File: src/hdl/copad_pkg.sv
//--------------------------------------------------
// geometry and types shared by the copad finder
// pads above max_pad are outside the design's range
//--------------------------------------------------
package copad_pkg;

    //--------------------------------------------------
    // chamber geometry
    //--------------------------------------------------
    localparam int num_clusters = 8;   // clusters per chamber per clock
    localparam int roll_w       = 3;
    localparam int pad_w        = 8;
    localparam int cnt_w        = 3;   // extra pads beyond the start pad
    localparam int delta_w      = 4;
    localparam int max_pad      = 191;
    localparam int max_roll     = 7;

    //--------------------------------------------------
    // cluster words
    //--------------------------------------------------
    typedef struct packed {
        logic              vpf;    // cluster present
        logic [roll_w-1:0] roll;   // eta partition
        logic [pad_w-1:0]  pad;    // first pad of the cluster
        logic [cnt_w-1:0]  cnt;    // additional pads hit
    } cluster_t;

    // one chamber, one clock
    typedef cluster_t [num_clusters-1:0] cluster_set_t;

    typedef struct packed {
        logic               neighbor_roll;  // fold upper/lower into match
        logic               neighbor_pad;   // widen window by delta_pad
        logic [delta_w-1:0] delta_pad;
    } match_cfg_t;

    //--------------------------------------------------
    // match results
    //--------------------------------------------------
    // first index is the A cluster, second the B cluster
    typedef logic [num_clusters-1:0][num_clusters-1:0] pair_matrix_t;

    typedef struct packed {
        pair_matrix_t same;    // B in the same roll
        pair_matrix_t upper;   // B one roll below A
        pair_matrix_t lower;   // B one roll above A
    } roll_rel_t;

    typedef logic [num_clusters-1:0] match_vec_t;  // one bit per A cluster

endpackage

File: src/hdl/copad_combine.sv
//--------------------------------------------------
// merges pad overlap and roll relation per A cluster
// all outputs registered, one cycle after the inputs
//--------------------------------------------------
`timescale 1ns/1ps

module copad_combine (
    input  logic                    clock,
    input  logic                    rst,
    input  copad_pkg::pair_matrix_t overlap,
    input  copad_pkg::roll_rel_t    rel,
    input  logic                    neighbor_roll,
    output copad_pkg::match_vec_t   match,
    output copad_pkg::match_vec_t   match_upper,
    output copad_pkg::match_vec_t   match_lower,
    output logic                    any_match
);

    import copad_pkg::*;

    match_vec_t match_same;
    match_vec_t match_up;     // B below A with pad overlap
    match_vec_t match_lo;     // B above A with pad overlap
    match_vec_t match_full;

    // OR across B clusters per A cluster
    always_comb begin : reduce_b
        for (int i = 0; i < num_clusters; i++) begin
            match_same[i] = |(rel.same[i]  & overlap[i]);
            match_up[i]   = |(rel.upper[i] & overlap[i]);
            match_lo[i]   = |(rel.lower[i] & overlap[i]);
        end
    end

    // neighbor rolls count only when enabled
    assign match_full = match_same
                      | ({num_clusters{neighbor_roll}} & (match_up | match_lo));

    //--------------------------------------------------
    // output registers
    //--------------------------------------------------
    always_ff @(posedge clock) begin
        if (rst) begin
            match       <= '0;
            match_upper <= '0;
            match_lower <= '0;
            any_match   <= 1'b0;
        end else begin
            match       <= match_full;
            match_upper <= match_up;    // reported whatever the enable
            match_lower <= match_lo;
            any_match   <= |match_full;
        end
    end

endmodule

File: src/hdl/copad_finder.sv
//--------------------------------------------------
// coincidence pad finder for GEM chambers A and B
// inputs sampled every clock, results one cycle later
//--------------------------------------------------
`timescale 1ns/1ps

module copad_finder (
    input  logic                    clock,
    input  logic                    rst,
    input  copad_pkg::cluster_set_t gem_a,
    input  copad_pkg::cluster_set_t gem_b,
    input  copad_pkg::match_cfg_t   cfg,
    output copad_pkg::match_vec_t   match,
    output copad_pkg::match_vec_t   match_upper,
    output copad_pkg::match_vec_t   match_lower,
    output logic                    any_match
);

    import copad_pkg::*;

    pair_matrix_t overlap;   // pad half of the test
    roll_rel_t    rel;       // roll half of the test

    //--------------------------------------------------
    // the two matrices work side by side
    //--------------------------------------------------
    pad_overlap u_pad_overlap (
        .gem_a   (gem_a),
        .gem_b   (gem_b),
        .cfg     (cfg),
        .overlap (overlap)
    );

    roll_adjacency u_roll_adjacency (
        .gem_a (gem_a),
        .gem_b (gem_b),
        .rel   (rel)
    );

    copad_combine u_copad_combine (
        .clock         (clock),
        .rst           (rst),
        .overlap       (overlap),
        .rel           (rel),
        .neighbor_roll (cfg.neighbor_roll),
        .match         (match),
        .match_upper   (match_upper),
        .match_lower   (match_lower),
        .any_match     (any_match)
    );

endmodule

File: src/hdl/pad_overlap.sv
//--------------------------------------------------
// pad overlap of every A/B cluster pair, combinational
// B matches if its first or last pad is in the A window
//--------------------------------------------------
`timescale 1ns/1ps

module pad_overlap (
    input  copad_pkg::cluster_set_t gem_a,
    input  copad_pkg::cluster_set_t gem_b,
    input  copad_pkg::match_cfg_t   cfg,
    output copad_pkg::pair_matrix_t overlap
);

    import copad_pkg::*;

    logic [pad_w-1:0] delta;                    // effective window widening
    logic [pad_w-1:0] win_lo  [num_clusters];
    logic [pad_w-1:0] win_hi  [num_clusters];
    logic [pad_w-1:0] b_first [num_clusters];
    logic [pad_w-1:0] b_last  [num_clusters];

    function automatic logic in_window(
        input logic [pad_w-1:0] p,
        input logic [pad_w-1:0] lo,
        input logic [pad_w-1:0] hi
    );
        return (p >= lo) && (p <= hi);
    endfunction

    assign delta = cfg.neighbor_pad ? pad_w'(cfg.delta_pad) : '0;

    //--------------------------------------------------
    // A windows, clamped to the roll edges
    //--------------------------------------------------
    always_comb begin : a_window
        logic [pad_w-1:0] span;
        for (int i = 0; i < num_clusters; i++) begin
            // pad + cnt + delta stays below 256, no wrap
            span = gem_a[i].pad + pad_w'(gem_a[i].cnt) + delta;
            win_lo[i] = (gem_a[i].pad < delta) ? '0 : gem_a[i].pad - delta;
            win_hi[i] = (span > pad_w'(max_pad)) ? pad_w'(max_pad) : span;
        end
    end

    // B cluster extent
    always_comb begin : b_extent
        for (int j = 0; j < num_clusters; j++) begin
            b_first[j] = gem_b[j].pad;
            b_last[j]  = gem_b[j].pad + pad_w'(gem_b[j].cnt);
        end
    end

    //--------------------------------------------------
    // 64 pair tests
    //--------------------------------------------------
    always_comb begin : pair_test
        for (int i = 0; i < num_clusters; i++) begin
            for (int j = 0; j < num_clusters; j++) begin
                // a B cluster covering the whole window with both ends
                // outside it is not counted
                overlap[i][j] = in_window(b_first[j], win_lo[i], win_hi[i])
                              | in_window(b_last[j], win_lo[i], win_hi[i]);
            end
        end
    end

endmodule

File: src/hdl/roll_adjacency.sv
//--------------------------------------------------
// roll relation of every valid A/B cluster pair
// combinational, pads are not looked at here
//--------------------------------------------------
`timescale 1ns/1ps

module roll_adjacency (
    input  copad_pkg::cluster_set_t gem_a,
    input  copad_pkg::cluster_set_t gem_b,
    output copad_pkg::roll_rel_t    rel
);

    import copad_pkg::*;

    //--------------------------------------------------
    // same / below / above classification
    //--------------------------------------------------
    always_comb begin : classify
        logic              both_valid;
        logic              a_top;        // A in the last roll
        logic              a_bottom;     // A in roll 0
        logic [roll_w-1:0] a_next;       // wraps at max_roll
        logic [roll_w-1:0] b_next;
        for (int i = 0; i < num_clusters; i++) begin
            a_next   = gem_a[i].roll + roll_w'(1);
            a_top    = (gem_a[i].roll == roll_w'(max_roll));
            a_bottom = (gem_a[i].roll == '0);
            for (int j = 0; j < num_clusters; j++) begin
                b_next     = gem_b[j].roll + roll_w'(1);
                both_valid = gem_a[i].vpf & gem_b[j].vpf;

                rel.same[i][j] = both_valid && (gem_a[i].roll == gem_b[j].roll);

                // B one roll below A; roll 0 has nothing below,
                // the wrapped b_next would fake one from roll 7
                rel.upper[i][j] = both_valid && !a_bottom
                                && (gem_a[i].roll == b_next);

                // B one roll above A, none above the last roll
                rel.lower[i][j] = both_valid && !a_top
                                && (a_next == gem_b[j].roll);
            end
        end
    end

endmodule

File: config.mk
export PLATFORM = sky130hd
export DESIGN_NAME = copad_finder
export DESIGN_NICKNAME = d
export VERILOG_FILES = /design/src/hdl/copad_pkg.sv /design/src/hdl/copad_combine.sv /design/src/hdl/copad_finder.sv /design/src/hdl/pad_overlap.sv /design/src/hdl/roll_adjacency.sv
export SDC_FILE = /design/constraint.sdc
export NUM_CORES = 2
export LEC_CHECK = 0
export BUFFER_PORTS_ARGS = -buffer_cell sky130_fd_sc_hd__clkbuf_2
export CAP_MARGIN = 20
export CELL_PAD_IN_SITES_DETAIL_PLACEMENT = 1
export CELL_PAD_IN_SITES_GLOBAL_PLACEMENT = 1
export CORE_UTILIZATION = 32
export DETAILED_ROUTE_END_ITERATION = 10
export PLACE_DENSITY = 0.62
export RECOVER_POWER = 50
export SLEW_MARGIN = 10
export SYNTH_ARGS = -nofsm -noshare
export SYNTH_HDL_FRONTEND = slang
export SYNTH_SLANG_ARGS = --single-unit
File: constraint.sdc
create_clock -name clock -period 10.5 [get_ports clock]
set_input_delay 1.575 -clock clock [delete_from_list [all_inputs] [get_ports clock]]
set_output_delay 1.575 -clock clock [all_outputs]
set_load 0.02 [all_outputs]
## Yosys cells after proc, flatten, opt, wreduce, memory -nomap -nowiden

Cells that the tools add are included.

| word-level totals | value |
|---|---|
| logic and storage cells | 1193 |
| RAM bits | 0 |
| bits of input ports | 248 |
| memory bits (read-only) | 0 |
| register bits | 25 |
| output and inout port bits | 25 |
| memories | 0 |
| latch bits | 0 |

| cells by class | value |
|---|---|
| mux-type cells | 17 |
| div/mod/pow operators | 0 |
| $lt $le $gt $ge | 272 |
| shift-type cells | 0 |
| add/subtract/negate cells | 48 |
| bitwise gates (word level) | 155 |
| equality and inequality tests | 200 |
| $mul | 0 |
| reduce and logical (&&, ||, !) cells | 497 |

Operators with widths:

| kind | number |
|---|---|
| 8-bit >= comparator | 128 |
| 8-bit <= comparator | 128 |
| 3-bit == test | 192 |
| 1-bit logical AND | 448 |
| 8-bit AND | 25 |
| 8-bit OR reduction | 25 |
| 8-bit by 3-bit adder with 8-bit output | 16 |
| 8-bit 2-to-1 mux | 16 |
| 8-bit adder | 8 |
| 1-bit AND | 64 |
| 8-bit greater-than comparator (second input constant) | 8 |
| 8-bit < comparator | 8 |
| 1-bit bitwise OR | 64 |
| 8-bit subtractor | 8 |
| 3-bit by 1-bit adder with 3-bit output (second input constant) | 16 |
| 3-bit == test (second input constant) | 8 |
| 3-bit logical NOT | 8 |
| 1-bit logical NOT | 16 |
| 8-bit bitwise OR | 2 |
| 4-bit 2-to-1 mux | 1 |

## Depth between registers and ports, before layout

| logic depth | value |
|---|---|
| word-level depth | 13 |
| mapped depth | 27 |
| mapped depth without buffers | 25 |

## By module

Synthesis repeated with hierarchy kept, for this count alone.

| second synthesis, totals | value |
|---|---|
| cell total of the unflattened synthesis | 6902 |
| area total of the unflattened synthesis | 57901.8 sq um |

Modules (own cells, without submodules):

| module | sequential area each (sq um) | instances | cells each | area each (sq um) |
|---|---|---|---|---|
| pad_overlap | 0.0 | 1 | 5652 | 48442.7 |
| roll_adjacency | 0.0 | 1 | 1040 | 7744.9 |
| copad_combine | 500.5 | 1 | 210 | 1714.1 |

## Worst setup path after synthesis

OpenSTA, ideal clock, no wires.

| timing | value |
|---|---|
| path type | input to register |
| start | input port cfg[4] (netlist bit) |
| end | register u_copad_combine.any_match |
| stages | 25 |
| path slack | 1.952 ns |
| library setup time | 0.144 ns |
| data required time | 10.356 ns |
| arrival time | 8.404 ns |
| buffers on the path | 0 |
| cell sequence | nand2_1 fa_1 inv_1 ha_1 fa_1 and3_1 or2_1 and3_1 xnor2_1 o21ai_0 ha_1 and3_1 nand3_1 o32a_1 o21ai_0 a21o_1 a211oi_1 a22o_1 a211oi_1 o2111ai_1 nor4_1 and4_1 a21oi_1 nor2_1 a41oi_1 |

| between the ends | value |
|---|---|
| cells in the longest elaborated chain, start to end | 13 |
| elaborated cells on any way between the ends | 549 |
| those cells by class | add/sub: 16; order compare: 272; mux: 17; bitwise: 91; reduce/logical: 153 |

RTL lines:

| item | RTL line | text |
|---|---|---|
| start, declared | copad_finder.sv:12 | `input copad_pkg::match_cfg_t cfg,` |
| 4-bit 2-to-1 mux * | pad_overlap.sv:30 | `assign delta = cfg.neighbor_pad ? pad_w'(cfg.delta_pad) : '0;` |
| 8-bit adder | pad_overlap.sv:39 | `span = gem_a[i].pad + pad_w'(gem_a[i].cnt) + delta;` |
| 8-bit greater-than comparator | pad_overlap.sv:41 | `win_hi[i] = (span > pad_w'(max_pad)) ? pad_w'(max_pad) : span;` |
| 8-bit 2-to-1 mux | pad_overlap.sv:41 |  |
| 8-bit <= comparator | pad_overlap.sv:27 | `return (p >= lo) && (p <= hi);` |
| 1-bit logical AND | pad_overlap.sv:27 |  |
| 1-bit bitwise OR | pad_overlap.sv:62 | `\| in_window(b_last[j], win_lo[i], win_hi[i]);` |
| 8-bit AND, on equally long branches | copad_combine.sv:30, copad_combine.sv:31 |  |
| 8-bit OR reduction, on equally long branches | copad_combine.sv:30, copad_combine.sv:31 |  |
| 8-bit bitwise OR | copad_combine.sv:37 | `\| ({num_clusters{neighbor_roll}} & (match_up \| match_lo));` |
| 8-bit AND | copad_combine.sv:37 |  |
| 8-bit bitwise OR * | copad_combine.sv:37 |  |
| 8-bit OR reduction * | copad_combine.sv:52 | `any_match <= \|match_full;` |
| end signal, assigned | copad_combine.sv:52 |  |
| end, declared | copad_combine.sv:16 | `output logic any_match` |

Mark *: on every way between the ends. The rest lies on a longest branch, timed or not.
A chain may end at the register's enable or synchronous reset.

## Worst setup path after layout

Same ends and word-level chain as after synthesis.

==> flow_metrics.py <==
metrics = {
    "global_route": {
        "grt_pass1_wl_mm": 557,
        "grt_usage": 0.405,
        "grt_max_degree": 49,
        "grt-ovfl-total": 0,
        "antenna_found_initial": 50,
        "grt_pass1_vias": 72100,
    },
    "setup_path": {
        "crit_path_start_kind": "input port",
        "worstPathCellList": "clkbuf_2 > nand2_2 > inv_2 > buf_4 > fa_1 > fa_1 > a211oi_2 > o211ai_1 > a21oi_4 > nor2_2 > o21a_1 > ha_1 > and4_1 > nand2_1 > a221oi_1 > nor3_1 > o41a_1 > nand2_1 > nor2_1 > nor4_1 > a41oi_2 > nor4_1 > and4_1 > a41oi_1",
        "end_kind": "register",
        "cp_max_fo": 16,
        "crit_type": "in2reg",
        "cpMaxStageDelayCell": "nor4_1",
        "cpPeakStageDelay_ns": 0.90,
        "required_ns": 10.61,
        "arrival_ns": 9.91,
    },
    "place": {
        "dp_hpwl_mm": 296,
        "portBuffers": 272,
        "place_ws_ns": 0.771,
        "gp_congestion": 1.02,
    },
    "floorplan": {
        "die-area_um2": 194000,
        "die_width_um": 440,
        "ioPinCount": 273,
        "die_h_um": 440,
        "coreArea_um2": 190000,
        "start_util": 0.323,
        "rows": 160,
    },
    "synthesis": {
        "ys_seq_area_frac": 0.00814,
        "synth.top_cell.area_share": 0.389,
        "ys_ff_latch": 25,
        "async_flop_share": 0,
        "syn_inst": 7957,
        "synth_warnings": 0,
        "syn_avg_cell_area_um2": 7.72,
        "yosys_most_used_dff": "dfxtp_1",
        "synth_edf_count": 0,
        "syn_area_um2": 61500,
        "post_synth_num_cell_types": 111,
        "syn_nets": 10200,
        "synth_top_area_cell": "ha_1",
        "synth_area_leaders": "ha_1 (39%), xnor2_1 (4.9%), a21oi_1 (4.9%)",
    },
    "clocking": {
        "cts_buffers": 3,
        "clkSlewWorstSetupHoldPaths_ns": 0.07,
        "cts-root-buf": "clkbuf_16",
        "clk_path_buf_depth": 2,
        "numClockSinks": 25,
        "cts_repair_resize_count": 0,
        "cts_setup_buffers": 0,
        "cts_tree": "built",
        "h-tree-depth": 1,
        "cts_hold_buf": 0,
    },
    "sta": {
        "period_share": 0.933,
        "max_slew_margin": 0.142,
        "holdWs_ns": 1.75,
        "hold_viol_final": 0,
        "setup_viol": 0,
        "slew_viol_final": 0,
        "fin_tns_setup_ns": 0,
        "tightest_slew_ns": 1.28,
        "finalCriticalPeriod_ns": 9.80,
        "rsz0062_at_grt": "false",
        "fmax_mhz": 102,
        "final.setup.worst_slack_ns": 0.701,
    },
    "power_and_ir_drop": {
        "power_density_nw_per_um2": 112,
        "combinationalPowerShare": 0.974,
        "swShare": 0.655,
        "vdd_drop_max_mv": 0.0628,
        "cell_internal_pwr_uw": 2660,
        "p_sw_uw": 5040,
        "p_leak_uw": 0.0319,
        "clkPwrFrac": 0.012,
        "seqPwrFrac": 0.014,
    },
    "route": {
        "highest_layer": "met5",
        "num_vias": 73200,
        "routed-wl-met3_mm": 44.3,
        "wl_met1_mm": 162,
        "wl_per_cell_um": 37.4,
        "drc": 0,
        "drtIter0Drc": 8613,
        "wl_met2_mm": 158,
        "ant_nets": 0,
        "detail_route.vias_per_cell": 6.75,
        "drt_wl_total_mm": 406,
        "first_pass_iters": 5,
    },
    "status": {
        "outcome": "completed",
    },
    "hold_path": {
        "hp-class": "in2reg",
    },
    "final_layout": {
        "drive_gt1_frac": 0.103,
        "area_growth_pct": 11.6,
        "nNetsFinal": 10500,
        "fin_util": 0.360,
    },
    "job": {
        "maxCapViolCount": 0,
    },
}
## final cells by class
cell class | instances | area [um2]
multi-input combinational | 7377 | 59500
sequential | 25 | 500
fill | 23100 | 122000
clock inverter | 1 | 7.51
timing repair buffer | 679 | 4460
antenna | 17 | 42.5
tap | 2511 | 3140
inverter | 233 | 875
clock buffer | 3 | 75.1
## state kept, by name (all words and copies together) (netlist names)
register,count
u_copad_combine.any_match,1
u_copad_combine.match,8
u_copad_combine.match_lower,8
u_copad_combine.match_upper,8
## critical path: cells and delay by family
kind,cells,cell delay [ns]
simple gates,10,2.88
fa+ha+maj,3,1.55
compound gates,8,3.00
buf+inv,3,0.86
## cells by family (layout without fill, tap and decap cells)
family          count (synthesis)  count (layout)  share of synthesized area
mux                            21              21                    0.00346
compound gates               2339            2339                      0.253
other cells                     0              17                          0
buf+inv                       555             916                     0.0349
xor+xnor                      642             642                     0.0917
simple gates                 2354            2354                      0.194
fa+ha+maj                    2021            2021                      0.415
flops                          25              25                    0.00814
## through the flow
| stage | cell area (um2) | cells | total power, uW |
|---|---|---|---|
| detailed placement | 68400 | 10800 | 7280 |
| global route | 68600 | 10800 | 8190 |
| CTS | 68500 | 10800 | 7410 |
| global placement | 68400 | 10800 | 6940 |
| floorplan | 61500 | 7957 | 4330 |
| finish | 68600 | 10800 | 7700 |
## layer usage
metal | GRT usage | up-vias
li1 | - | 31200
met1 | 0.516 | 36400
met2 | 0.577 | 4324
met3 | 0.0940 | 1281
met4 | 0.329 | 20
met5 | 0 | -
## layout by cell type (no fill, tap or decap), types with 51 or more instances in the layout
cell,count
xnor2_1,305
ha_1,1912
a31oi_1,69
a21oi_1,583
and3_1,76
nor2b_1,127
maj3_1,60
a21o_1,289
clkbuf_2,247
a2111oi_0,72
o211ai_1,86
nor3_1,210
nor2_1,450
nand4_1,136
o22ai_1,51
a211oi_1,115
xor2_1,279
inv_1,210
nor4_1,79
nand2_1,558
nand2b_1,143
nand3_1,316
or3_1,56
o21ai_0,475
o21a_1,77
buf_4,401
o2111ai_1,56
## power groups by stage
stage | clock network [uW] | registers, uW | logic [uW]
3_3_place_gp | 0 | 111 | 6830
6_report | 92.7 | 109 | 7500
2_1_floorplan | 0 | 125 | 4200
4_1_cts | 94.4 | 109 | 7210
5_1_grt | 100 | 110 | 7980
3_5_place_dp | 0 | 111 | 7170
## Yosys cell counts (29+ instances only)
cell type	instances
a2111oi_0	72
a211o_1	37
a211oi_1	115
a21o_1	289
a21oi_1	596
a221oi_1	29
a31oi_1	72
and3_1	76
and4_1	49
buf_1	31
clkbuf_1	263
fa_1	48
ha_1	1912
inv_1	214
maj3_1	60
nand2_1	561
nand2b_1	143
nand3_1	316
nand4_1	136
nor2_1	454
nor2b_1	127
nor3_1	211
nor4_1	79
o2111ai_1	56
o211ai_1	86
o21a_1	77
o21ai_0	477
o22ai_1	51
o31ai_1	33
o32ai_1	31
or3_1	56
xnor2_1	346
xor2_1	294
## worst paths after layout
path	from	to	slack [ns]	cells after the start
setup / recovery	cfg[4]	u_copad_combine.any_match	0.70	24
hold / removal	cfg[5]	u_copad_combine.match[5]	1.75	3
Note: power is estimated with default switching activity, not from simulation.
